--- src/include/ib_macros.svh ---
`ifndef IB_MACROS_SVH
`define IB_MACROS_SVH

//////////////////////////////////////////////////
// Frame geometry
//////////////////////////////////////////////////

// Serial lanes, one bit per lane per valid beat
`define IB_LANES 32

// Bits assembled into one word
`define IB_WORD_BITS 32

// Words kept per lane
`define IB_SLOTS 4

//////////////////////////////////////////////////
// Derived index widths
//////////////////////////////////////////////////

`define IB_LANE_BITS 5
`define IB_SLOT_BITS 2

// Counts 0 to IB_WORD_BITS-1 bits of lane 0
`define IB_BIT_CNT_BITS 5

`endif
--- src/hdl/ib_frame_pkg.sv ---
`include "ib_macros.svh"

package ib_frame_pkg;

    //////////////////////////////////////////////////
    // Single lane view
    //////////////////////////////////////////////////

    // One assembled word, first bit received sits in the MSB
    typedef logic [`IB_WORD_BITS-1:0] word_t;

    // One bit per lane
    // Serial data, skewed valids and write strobes all use this
    typedef logic [`IB_LANES-1:0] lane_bits_t;

    // Slot index inside one lane memory
    typedef logic [`IB_SLOT_BITS-1:0] slot_t;

    //////////////////////////////////////////////////
    // Whole frame view
    //////////////////////////////////////////////////

    // Assembled word of every lane, index is the lane number
    typedef word_t [`IB_LANES-1:0] lane_words_t;

    // Slot to be written, per lane
    typedef slot_t [`IB_LANES-1:0] lane_slots_t;

endpackage

--- src/hdl/lane_skew_line.sv ---
`include "ib_macros.svh"

module lane_skew_line (
    input  logic                      clk,
    input  logic                      rst_n,
    input  ib_frame_pkg::lane_bits_t  bit_in,
    input  logic                      bit_valid,
    output ib_frame_pkg::lane_bits_t  lane_valid,
    output ib_frame_pkg::lane_words_t lane_word
);

    //////////////////////////////////////////////////
    // Valid strobe skew
    //////////////////////////////////////////////////

    // Lane k sees bit_valid delayed by k cycles
    logic [`IB_LANES-1:1] valid_dly;

    assign lane_valid = {valid_dly, bit_valid};

    always_ff @(posedge clk or negedge rst_n) begin
        if (!rst_n) begin
            valid_dly <= '0;
        end else begin
            // Each stage takes the strobe of the lane before it
            valid_dly <= lane_valid[`IB_LANES-2:0];
        end
    end

    //////////////////////////////////////////////////
    // Per lane deserialiser
    //////////////////////////////////////////////////

    for (genvar k = 0; k < `IB_LANES; k++) begin : g_lane

        // New bit enters at the LSB, so the first bit ends up as the MSB
        // after IB_WORD_BITS valid beats
        always_ff @(posedge clk) begin
            if (lane_valid[k]) begin
                lane_word[k] <= {lane_word[k][`IB_WORD_BITS-2:0], bit_in[k]};
            end
        end

    end

endmodule

--- config.mk ---
export PLATFORM = sky130hd
export DESIGN_NAME = lane_skew_line
export DESIGN_NICKNAME = d
export VERILOG_FILES = /design/src/hdl/ib_frame_pkg.sv /design/src/hdl/lane_skew_line.sv
export VERILOG_INCLUDE_DIRS = /design/src /design/src/include
export SDC_FILE = /design/constraint.sdc
export NUM_CORES = 1
export LEC_CHECK = 0
export BUFFER_PORTS_ARGS = -buffer_cell sky130_fd_sc_hd__buf_2
export CORE_AREA = 2 2 423 425
export CTS_BUF_LIST = sky130_fd_sc_hd__clkbuf_4
export DETAILED_ROUTE_END_ITERATION = 6
export DIE_AREA = 0 0 425 427
export SLEW_MARGIN = 10
export SYNTH_ARGS = -nofsm -noshare
export SYNTH_HDL_FRONTEND = slang
export SYNTH_SLANG_ARGS = --single-unit
--- constraint.sdc ---
create_clock -name clk -period 3.4 [get_ports clk]
set_clock_uncertainty 0.15 [all_clocks]
set_input_delay 0.34 -clock clk [delete_from_list [all_inputs] [get_ports clk]]
set_output_delay 0.34 -clock clk [all_outputs]
set_load 0.02 [all_outputs]
==> impl_metrics.json <==
{
  "status": "completed",
  "cts-root-buf": "clkbuf_4",
  "htreeDepth": 5,
  "die_y_um": 427,
  "clock_power_share_pct": 38.4,
  "rows": 155,
  "rsz0062_at_grt": "false",
  "detailedPlacementHpwl_mm": 66.7,
  "ys_ff_latch": 1055,
  "num_vias": 17700,
  "power.total_mw": 28.5,
  "stdcell_count": 5113,
  "hold_viol": 0,
  "dpl.cell_count": 4533,
  "via_per_inst": 3.45,
  "drt-pass1-iter-count": 7,
  "clk_pin_slew_ns": 0.08,
  "post-route-period-util_pct": 86.9,
  "areaGrowthSynthToFinish_pct": 41.2,
  "ir_worst_vdd_mv": 0.400,
  "r2r_cells": 1,
  "syn-mean-instance-area_sq_um": 29.9,
  "cp.required_ns": 2.91,
  "fin_crit_ns": 2.96,
  "cpPeakStageDelay_ns": 0.98,
  "dieArea_sq_mm": 0.181,
  "ys_warn_count": 0,
  "multi_input_cells": 0,
  "antenna_found_initial": 7,
  "worstHoldStart": "lane_word[725]",
  "setup_viol": 0,
  "drt_iter0_drc": 1294,
  "swShare_pct": 25.1,
  "cts_max_path_buffers": 4,
  "fmax_mhz": 338,
  "relSlewSlack_pct": 34.9,
  "wirelength_mm": 95.1,
  "hold_class": "flop to flop",
  "grt_overflow": 0,
  "layout_commonest_cell": "buf_2",
  "comb_power_share_pct": 6.8,
  "mostFrequentLayoutCells": "buf_2 (1089), edfxtp_1 (1024), clkbuf_4 (406)",
  "path_depth": 1,
  "cts_buffers": 292,
  "fillerInstances": 18200,
  "seqPwrFrac_pct": 54.8,
  "whs_path_depth": 0,
  "path_cells": "buf_2",
  "grt_pass1_vias": 17300,
  "slowest_stage": "dfrtp_1",
  "intPower_mw": 21.3,
  "yosysSeqAreaShare_pct": 100,
  "cap_violations": 0,
  "design.core.area_sq_mm": 0.177,
  "cp.arrival_ns": 2.47,
  "rr_startpoint": "valid_dly[2]",
  "grt_pass1_wl_mm": 125,
  "routabilityCongestion": 0.907,
  "cp-startpoint": "valid_dly[2]",
  "drc_errors": 0,
  "synth.cell_area_sq_mm": 0.0315,
  "synth_nets": 1091,
  "start_util_pct": 17.8,
  "path_buf_inv": 1,
  "worstSetupPathType": "flop to output port",
  "nNetsFinal": 2591,
  "maxSlewViolCount": 0,
  "grt_usage_pct": 9.62,
  "wl_per_cell_um": 18.6,
  "clkSinkCount": 1055,
  "final_antenna_net_count": 0,
  "end_kind": "output port",
  "p_switching_mw": 7.17,
  "io_pins": 1091,
  "clk_latency_ns": 1.21,
  "cp_max_fo": 20,
  "io_buffers": 1090,
  "tritoncts": "built",
  "fin_tns_setup_ns": 0,
  "tightest_slew_ns": 0.976,
  "power_density_mw_per_mm2": 640,
  "multi_input_area_sq_um": 0,
  "drive_above_1_share_pct": 56.7,
  "die-width_um": 425,
  "crit_family": "flip-flops",
  "leakage_nw": 17.2,
  "start_kind": "flop",
  "syn-instance-count": 1056,
  "synth_cell_types": 3,
  "grt_max_degree": 35,
  "cts_resized": 0
}
routing by layer:
metal	up-vias	track usage (%)	part of all wire, %
met3	181	4.05	9.5
met5	-	0	0
met2	1003	15.5	50
li1	7522	-	-
met1	8948	11.1	38
met4	0	4.44	3.0
path summary, 6_finish.rpt:
path	slack [ns]	end
setup / recovery	0.44	lane_valid[2]
hold reg to reg	0.20	lane_word[726]
max in group asynchronous	1.96	valid_dly[16]
min in group asynchronous	0.70	valid_dly[17]
setup reg to reg	1.61	lane_word[68]
hold / removal	0.20	lane_word[726]
cells by family (layout without fill, tap and decap cells):
group	count (synthesis)	count (layout)	synth area share, %
flops	1055	1055	100
buf+inv	1	1692	0.0238
other cells	0	11	0
what timing repair did:
item,in CTS,in global routing
buffers inserted,0,0
hold endpoints to repair,96,0
endpoints found under the setup margin,0,0
hold buffers,84,0
through the flow:
stage / cell area (sq um) / util [%] / hold slack, ns / setup WS (ns)
6_report: 44500 / 25.1 / 0.203 / 0.444
5_1_grt: 44500 / 25.1 / 0.0787 / 0.0823
4_1_cts: 44500 / 25.1 / 0.0262 / 0.0442
3_5_place_dp: 40200 / 22.7 / 0.276 / 1.49
3_3_place_gp: 40200 / 22.7 / 0.275 / 1.51
2_1_floorplan: 31500 / - / -0.106 / 1.79
layout make-up:
cell class / instances / area, sq um / area share (%)
clock buffer: 406 / 3050 / 6.85
antenna: 11 / 27.5 / 0.0618
clock inverter: 79 / 397 / 0.891
tap: 2355 / 2950 / 6.62
timing repair buffer: 1207 / 6570 / 14.8
sequential: 1055 / 31500 / 70.8
registers in the layout (all words and copies together), names as in the netlist:
register and cells:
lane_word 1024, valid_dly 31
power by group through the flow:
stage | registers, mW | clock network [mW] | logic (mW)
6_report | 15.6 | 10.9 | 1.95
5_1_grt | 15.7 | 12.1 | 2.03
4_1_cts | 15.6 | 11.4 | 1.97
3_3_place_gp | 15.9 | 0 | 1.89
2_1_floorplan | 16.7 | 0 | 0.00172
3_5_place_dp | 15.9 | 0 | 1.89
Yosys cell counts:
library cell  number  area share, %
buf_4              1          0.024
dfrtp_1           31            2.5
edfxtp_1        1024             98
Note: power is estimated with default switching activity, not from simulation.
