File: src/include/ib_macros.svh
`ifndef IB_MACROS_SVH
`define IB_MACROS_SVH

//////////////////////////////////////////////////
// Frame geometry
//////////////////////////////////////////////////

// Serial lanes, one bit per lane per valid beat
`define IB_LANES 32

// Bits assembled into one word
`define IB_WORD_BITS 32

// Words kept per lane
`define IB_SLOTS 4

//////////////////////////////////////////////////
// Derived index widths
//////////////////////////////////////////////////

`define IB_LANE_BITS 5
`define IB_SLOT_BITS 2

// Counts 0 to IB_WORD_BITS-1 bits of lane 0
`define IB_BIT_CNT_BITS 5

`endif
File: src/hdl/ib_frame_pkg.sv
`include "ib_macros.svh"

package ib_frame_pkg;

    //////////////////////////////////////////////////
    // Single lane view
    //////////////////////////////////////////////////

    // One assembled word, first bit received sits in the MSB
    typedef logic [`IB_WORD_BITS-1:0] word_t;

    // One bit per lane
    // Serial data, skewed valids and write strobes all use this
    typedef logic [`IB_LANES-1:0] lane_bits_t;

    // Slot index inside one lane memory
    typedef logic [`IB_SLOT_BITS-1:0] slot_t;

    //////////////////////////////////////////////////
    // Whole frame view
    //////////////////////////////////////////////////

    // Assembled word of every lane, index is the lane number
    typedef word_t [`IB_LANES-1:0] lane_words_t;

    // Slot to be written, per lane
    typedef slot_t [`IB_LANES-1:0] lane_slots_t;

endpackage

File: src/hdl/slot_write_ctrl.sv
`include "ib_macros.svh"

module slot_write_ctrl (
    input  logic                      clk,
    input  logic                      rst_n,
    input  ib_frame_pkg::lane_bits_t  lane_valid,
    output ib_frame_pkg::lane_bits_t  wr_strobe,
    output ib_frame_pkg::lane_slots_t wr_slot,
    output logic                      busy,
    output logic                      done
);

    import ib_frame_pkg::*;

    logic [`IB_BIT_CNT_BITS-1:0] bit_cnt;
    slot_t                       cur_slot;
    logic                        slots_full;

    logic                        strobe_0;
    slot_t                       slot_0;
    logic [`IB_LANES-1:1]        strobe_chain;
    slot_t [`IB_LANES-1:1]       slot_chain;

    logic                        last_write;

    //////////////////////////////////////////////////
    // Lane 0 bit and slot counting
    //////////////////////////////////////////////////

    always_ff @(posedge clk or negedge rst_n) begin
        if (!rst_n) begin
            bit_cnt    <= '0;
            cur_slot   <= '0;
            slots_full <= 1'b0;
            strobe_0   <= 1'b0;
        end else begin
            strobe_0 <= 1'b0;
            // Beats after the last slot is counted are dropped
            if (lane_valid[0] && !slots_full) begin
                bit_cnt <= bit_cnt + 1'b1;
                if (bit_cnt == `IB_BIT_CNT_BITS'(`IB_WORD_BITS - 1)) begin
                    strobe_0 <= 1'b1;
                    cur_slot <= cur_slot + 1'b1;
                    if (cur_slot == slot_t'(`IB_SLOTS - 1)) begin
                        slots_full <= 1'b1;
                    end
                end
            end
        end
    end

    // Slot travels with the strobe
    always_ff @(posedge clk) begin
        if (lane_valid[0] && !slots_full && bit_cnt == `IB_BIT_CNT_BITS'(`IB_WORD_BITS - 1)) begin
            slot_0 <= cur_slot;
        end
    end

    //////////////////////////////////////////////////
    // Strobe and slot skew down the lanes
    //////////////////////////////////////////////////

    assign wr_strobe = {strobe_chain, strobe_0};
    assign wr_slot   = {slot_chain, slot_0};

    always_ff @(posedge clk or negedge rst_n) begin
        if (!rst_n) begin
            strobe_chain <= '0;
        end else begin
            strobe_chain <= wr_strobe[`IB_LANES-2:0];
        end
    end

    always_ff @(posedge clk) begin
        slot_chain <= wr_slot[`IB_LANES-2:0];
    end

    //////////////////////////////////////////////////
    // Frame flags
    //////////////////////////////////////////////////

    // Last lane writing its last slot closes the frame
    assign last_write = wr_strobe[`IB_LANES-1] &&
                        (wr_slot[`IB_LANES-1] == slot_t'(`IB_SLOTS - 1));

    always_ff @(posedge clk or negedge rst_n) begin
        if (!rst_n) begin
            busy <= 1'b0;
            done <= 1'b0;
        end else if (last_write) begin
            busy <= 1'b0;
            done <= 1'b1;
        end else if (lane_valid[0] && !done) begin
            busy <= 1'b1;
        end
    end

endmodule

File: config.mk
export PLATFORM = sky130hd
export DESIGN_NAME = slot_write_ctrl
export DESIGN_NICKNAME = d
export VERILOG_FILES = /design/src/hdl/ib_frame_pkg.sv /design/src/hdl/slot_write_ctrl.sv
export VERILOG_INCLUDE_DIRS = /design/src /design/src/include
export SDC_FILE = /design/constraint.sdc
export NUM_CORES = 1
export LEC_CHECK = 0
export BUFFER_PORTS_ARGS = -buffer_cell sky130_fd_sc_hd__buf_4
export CORE_MARGIN = 2
export CORE_UTILIZATION = 39
export DETAILED_ROUTE_END_ITERATION = 8
export PLACE_DENSITY_LB_ADDON = 0.15
export SKIP_LAST_GASP = 1
export SLEW_MARGIN = 20
export SYNTH_ARGS = -nofsm -noshare
export SYNTH_HDL_FRONTEND = slang
export SYNTH_SLANG_ARGS = --single-unit
File: constraint.sdc
create_clock -name clk -period 1.5 [get_ports clk]
set_input_delay 0 -clock clk [delete_from_list [all_inputs] [get_ports clk]]
set_output_delay 0 -clock clk [all_outputs]
set_load 0.005 [all_outputs]
==> metrics.txt, run 1 <==
worst skew pair latency 0.34 ns; Psw 1.12 mW; fill count 511; Die W 85 um; DP HPWL 2720 um; maximum clock rate 696 MHz; clock tree buffer depth 2; Synth Register Bits 106; Power Dens Cells 1500 nW/um2; Net Count, Synth 167; initial antenna violation count 0; kind of critical path register to register; Pre-antenna DRT Iters 3; Initial Utilization 0.403; share of cells above drive strength 1 0.496; Syn Area/Cell 19.7 um2; Critical Path End Type register; Total Routing Usage GR 0.119; Storage cell area 2350 um2; core area 6350 um2; footprint of the multi-input gates 185 um2; setup bufs post-CTS 0; Internal 4.37 mW; detailed-route wire length per cell 12.4 um; Final #Nets 280; Root Driver clkbuf_8; Mapped Area 2560 um2; Worst Path Arrival 1.68 ns; vias in the first global route 1,313; leakage 1.86 nW; switch share 0.204; # rows 29; register area share after synthesis 0.919; Final Util 0.577; largest net degree at the start of global routing 43; critical-path maximum fanout 3; Yosys cell types 21; final wirelength 4030 um; clock share of power 0.355; # port buffers 100; DR DRC count 0; outcome completed; VDD IR max 1.02 mV; Cells after Synth 130; total power 5.49 mW; die area 7230 um2; min cycle time layout 1.44 ns; hold violation count in the final report 0; CP max stage cell dfrtp_1; most frequent CP cell ha_2; CP startpoint kind register; first-pass GRT wire length 6520 um; CP peak stage delay 0.40 ns; area growth from synthesis to layout 43.3%; Flop pwr share 0.571; Final Setup Violations 0; max-cap violation count 0; H-tree lvl count 3; CTS tree yes; Top-Level Pins 132; CP required 1.74 ns; Worst Hold Class primary input to async pin; measured slew at the worst slew-check pin 0.502 ns; GRT overflow 0; remaining antenna violation count 0; Slew Viols, Final 0; Final Cycle Share 0.958; Clock Skew 0.00785 ns; Comb power frac 0.074; routability congestion estimate 0.724; crit-path cells ha_2, and3_1, ha_2, nand2_4, mux2_4; CTS Buf Count 9; Clock Sink Count 106; Diodes inserted 0; Via Count 1,376; Relative slew margins 0.666; CTS clk-pin slew, worst paths 0.09 ns; Synth warnings 0; Iteration-0 DRC Markers 22; die height 85 um; Reg2Reg Depth 5; Vias/cell 4.23
==> cells by family after synthesis <==
| group | synth area share |
|---|---|
| AOI/OAI and AO/OA | 0.00782 |
| xor gates and xnor gates | 0.0137 |
| adders and majority gates | 0.0147 |
| buffers and inverters | 0.0103 |
| DFF | 0.919 |
| muxes | 0.0147 |
| and+or+nand+nor | 0.0196 |
==> metal layers <==
| metal | part of all wire | global-route usage |
|---|---|---|
| met1 | 0.43 | 0.156 |
| met5 | 0 | 0 |
| met3 | 0.10 | 0.0593 |
| met2 | 0.45 | 0.161 |
| met4 | 0.0099 | 0.0649 |
==> cell usage in the layout, fill, tap and decap left out <==
cell	n
a21oi_1	1
a31o_2	1
a31oi_1	1
and3_1	1
buf_4	102
bufinv_16	2
clkbuf_1	2
clkbuf_16	1
clkbuf_8	10
clkinv_4	1
dfrtp_1	42
dfxtp_1	62
dlygate4sd3_1	2
edfxtp_1	2
ha_1	1
ha_2	2
inv_1	2
mux2_1	1
mux2_2	1
mux2_4	1
nand2_1	2
nand2_4	1
nand3_1	1
nand4_1	1
nor2b_4	1
xnor2_1	3
xor2_1	1
==> critical path, delay by kind of cell, from the launching register on <==
kind	cells	cell delay (ns)
and+or+nand+nor	2	0.27
muxes	1	0.29
adders and majority gates	2	0.38
DFF	1	0.40
==> power by group through the flow <==
stage               combinational, mW  clock (mW)  sequential, mW
floorplan                       0.157           0            3.19
global placement                0.391           0            3.19
detailed placement              0.405           0            3.19
CTS                             0.413        2.02            3.14
global route                    0.460        2.15            3.17
finish                          0.406        1.95            3.14
==> through the flow <==
stage | setup WS, ns | hold WS, ns | std cells | cell area, um2 | TNS [ns]
2_1_floorplan | 0.0459 | -0.296 | 130 | 2560 | 0
3_3_place_gp | 0.00617 | 0.00771 | 307 | 3400 | 0
3_5_place_dp | 0.0119 | 0.00934 | 307 | 3400 | 0
4_1_cts | 0.0314 | 0.162 | 325 | 3660 | 0
5_1_grt | -0.00657 | 0.208 | 325 | 3670 | -0.00657
6_report | 0.0631 | 0.171 | 325 | 3670 | 0
==> registers in the layout, summed over array words and instances, names as in the netlist <==
register	flops
slot_0	2
bit_cnt	5
slots_full	1
cur_slot	2
done	1
strobe_chain	31
wr_slot	62
busy	1
strobe_0	1
==> final timing paths <==
check	start	end	slack (ns)
setup / recovery	bit_cnt[0]$_DFFE_PN0N_	cur_slot[1]$_DFFE_PN0P_	0.06
hold / removal	rst_n	strobe_chain[4]$_DFF_PN0_	0.17
setup reg to reg	bit_cnt[0]$_DFFE_PN0N_	cur_slot[1]$_DFFE_PN0P_	0.06
hold reg to reg	wr_slot[35]$_DFF_P_	wr_slot[37]$_DFF_P_	0.35
max in group asynchronous	rst_n	strobe_chain[31]$_DFF_PN0_	0.97
min in group clk	wr_slot[35]$_DFF_P_	wr_slot[37]$_DFF_P_	0.35
==> synth_stat cells, drive strengths merged <==
master	n	area share
a21oi	1	0.0020
a31o	1	0.0034
a31oi	1	0.0024
and3	1	0.0024
buf	2	0.0073
dfrtp	42	0.41
dfxtp	62	0.49
edfxtp	2	0.023
ha	3	0.015
inv	2	0.0029
mux2	3	0.015
nand2	3	0.0073
nand3	1	0.0020
nand4	1	0.0024
nor2b	1	0.0054
xnor2	3	0.010
xor2	1	0.0034
==> layout make-up <==
class                   instances  share of cell area
flip-flops and latches        106               0.642
repair buffers                104               0.214
multi-input cells              20              0.0505
clock buffers                  13              0.0464
well taps                      77              0.0263
clock inverters                 3              0.0188
inverters                       2             0.00205
==> timing repair <==
| action | CTS | global route |
|---|---|---|
| setup endpoints to repair | 1 | 2 |
| hold buffers | 2 | 0 |
| gates resized for setup | 1 | 1 |
| hold endpoints to repair | 44 | 0 |
No activity file was read; power rests on OpenSTA's default activity.
==> run 2, diff against run 1 <==
--- a/config.mk
+++ b/config.mk
@@ -7,7 +7,7 @@
 export NUM_CORES = 1
 export LEC_CHECK = 0
 export BUFFER_PORTS_ARGS = -buffer_cell sky130_fd_sc_hd__buf_4
-export CORE_MARGIN = 2
+export CORE_MARGIN = 1.5
 export CORE_UTILIZATION = 39
 export DETAILED_ROUTE_END_ITERATION = 8
 export PLACE_DENSITY_LB_ADDON = 0.15
==> metrics.txt, run 2 (synthesized netlist as in run 1, its figures left out) <==
CP required 1.74 ns (about the same); final wirelength 4000 um (-0.77%); Final Util 0.577 (-0.000591); measured slew at the worst slew-check pin 0.496 ns (-0.00528 ns); Met2 Routed Length 1870 um (+2.2%); Psw 1.14 mW (+2.3%); flop-to-flop setup slack 0.04 ns (-0.02 ns); core area 6350 um2 (unchanged); initial antenna violation count 0 (unchanged); Die W 84 um (-1.2%); number of flip-flops in the largest register 62 (unchanged); kind of critical path register to register; Clock Skew 0.00554 ns (-0.00231 ns); Final #Nets 280 (unchanged); Slew Viols, Final 0 (unchanged); largest net degree at the start of global routing 43 (unchanged); leakage 1.86 nW (about the same); post-route worst setup slack 0.0449 ns (-0.0182 ns); Worst Hold Class primary input to async pin; Relative slew margins 0.669 (+0.00352); first-pass GRT wire length 6570 um (+0.74%); most frequent cells in the layout 102 x buf_4, 62 x dfxtp_1, 42 x dfrtp_1; Iteration-0 DRC Markers 52 (+140%); critical-path maximum fanout 3 (unchanged); Power Dens Cells 1490 nW/um2 (-0.39%); Via Count 1,369 (-0.51%); Comb power frac 0.074 (about the same); CP delay by family, top flip-flops; die height 84 um (-1.2%); unrepaired setup endpoints after global routing false; # rows 29 (unchanged); CP startpoint kind register; Root Driver clkbuf_8; H-tree lvl count 3 (unchanged); GRT overflow 0 (unchanged); routability congestion estimate 0.648 (-10%); reg2reg end cur_slot[1]$_DFFE_PN0P_; DP HPWL 2750 um (+1.3%); area growth from synthesis to layout 43.1%; CTS Buf Count 9 (unchanged); WL met1 1690 um (-3.8%); max-cap violation count 0 (unchanged); CTS clk-pin slew, worst paths 0.09 ns (about the same); WP buf/inv 0 (unchanged); Pre-antenna DRT Iters 4 (+1); Total Routing Usage GR 0.123 (+0.00440); Flop pwr share 0.575 (+0.004); Fin Hold WS 0.153 ns (-0.0175 ns); Final Setup Violations 0 (unchanged); Internal 4.32 mW (-1.2%); clock share of power 0.351 (-0.004); most frequent CP cell ha_2; min cycle time layout 1.46 ns (+0.0182 ns); DR top layer met4; Initial Utilization 0.403 (unchanged); # port buffers 100 (unchanged); Setup TNS 0 ns (unchanged); Diodes inserted 0 (unchanged); worst skew pair latency 0.35 ns (about the same); Area after DPL 3400 um2 (unchanged); outcome completed; final non-filler cell total 325 (unchanged); placed cells 307 (unchanged); reg2reg start bit_cnt[0]$_DFFE_PN0N_; Reg2Reg Depth 5 (unchanged); Worst Path Arrival 1.70 ns (+0.02 ns); Critical Path End Type register; vias in the first global route 1,364 (+3.9%); share of cells above drive strength 1 0.504 (+0.00806); crit-path cells ha_2, and3_1, ha_2, nand2_4, mux2_4; Clock Sink Count 106 (unchanged); detailed-route wire length per cell 12.3 um (-0.77%); hold violation count in the final report 0 (unchanged); CP max stage cell dfrtp_1; commonest non-fill, non-tap cell in the layout buf_4; fill count 525 (+2.7%); Place WS 0.00310 ns (-0.00882 ns); Finished Cell Area 3660 um2 (-0.10%); Vias/cell 4.21 (-0.51%); die area 7060 um2 (-2.3%); CTS tree yes; switch share 0.209 (+0.00564); Final Cycle Share 0.970 (+0.0121); clock tree buffer depth 2 (unchanged); remaining antenna violation count 0 (unchanged); DR DRC count 0 (unchanged); CP peak stage delay 0.41 ns (about the same); met3 WL 371 um (-8.8%); maximum clock rate 687 MHz (-1.2%); VDD IR max 1.08 mV (+6.2%); Top-Level Pins 132 (unchanged); total power 5.46 mW (-0.49%)
[run 2: cell types whose count changed in the layout (fill, tap and decap cells not counted)]
cell | previous run | this run
inv_6 | 0 | 1
clkbuf_1 | 2 | 0
clkinv_4 | 1 | 0
clkinv_2 | 0 | 2
clkbuf_8 | 10 | 9
clkinvlp_4 | 0 | 1
[run 2: power groups by stage]
stage | combinational (mW) | sequential [mW] | clock (mW)
detailed placement | 0.406 | 3.20 | 0
floorplan | 0.157 | 3.19 | 0
global route | 0.447 | 3.17 | 2.12
global placement | 0.391 | 3.19 | 0
CTS | 0.412 | 3.14 | 2.00
finish | 0.405 | 3.14 | 1.92
[run 2: worst max-delay path by stage]
stage,start,to,slack [ns],depth (start not counted)
after global placement,bit_cnt[0]$_DFFE_PN0N_,cur_slot[1]$_DFFE_PN0P_,0.005,5
after CTS,bit_cnt[0]$_DFFE_PN0N_,cur_slot[1]$_DFFE_PN0P_,0.006,5
after detailed placement,bit_cnt[0]$_DFFE_PN0N_,cur_slot[1]$_DFFE_PN0P_,0.003,5
final,bit_cnt[0]$_DFFE_PN0N_,cur_slot[1]$_DFFE_PN0P_,0.04,5
after floorplan,bit_cnt[0]$_DFFE_PN0N_,cur_slot[1]$_DFFE_PN0P_,0.05,5
after global routing,bit_cnt[0]$_DFFE_PN0N_,cur_slot[1]$_DFFE_PN0P_,0.001,5
[run 2: area by class of cell]
type                            instances  area (um2)  share of cell area
Sequential cell                       106        2350               0.642
Clock buffer                           10         149              0.0407
Tap cell                               77        96.3              0.0263
Inverter                                2        7.51             0.00205
Multi-Input combinational cell         20         185              0.0506
Clock inverter                          6        86.3              0.0236
Timing Repair Buffer                  104         786               0.215
[run 2: routing by layer]
| layer | up-vias | global-route usage |
|---|---|---|
| met4 | 0 | 0.0581 |
| met1 | 659 | 0.148 |
| met2 | 60 | 0.180 |
| met3 | 9 | 0.0692 |
| met5 | - | 0 |
| li1 | 641 | - |
[run 2: timing repair]
item / 4_1_cts / 5_1_grt
hold buffers: 2 / 0
setup endpoints to repair: 2 / 2
resized for setup: 1 / 1
setup buffers: 0 / 0
hold endpoints to repair: 44 / 0
[run 2: worst reg2reg max path: stages (launching register included)]
cell and delay (ns):
dfrtp_1 0.41, ha_2 0.19, and3_1 0.18, ha_2 0.19
nand2_4 0.08, mux2_4 0.29
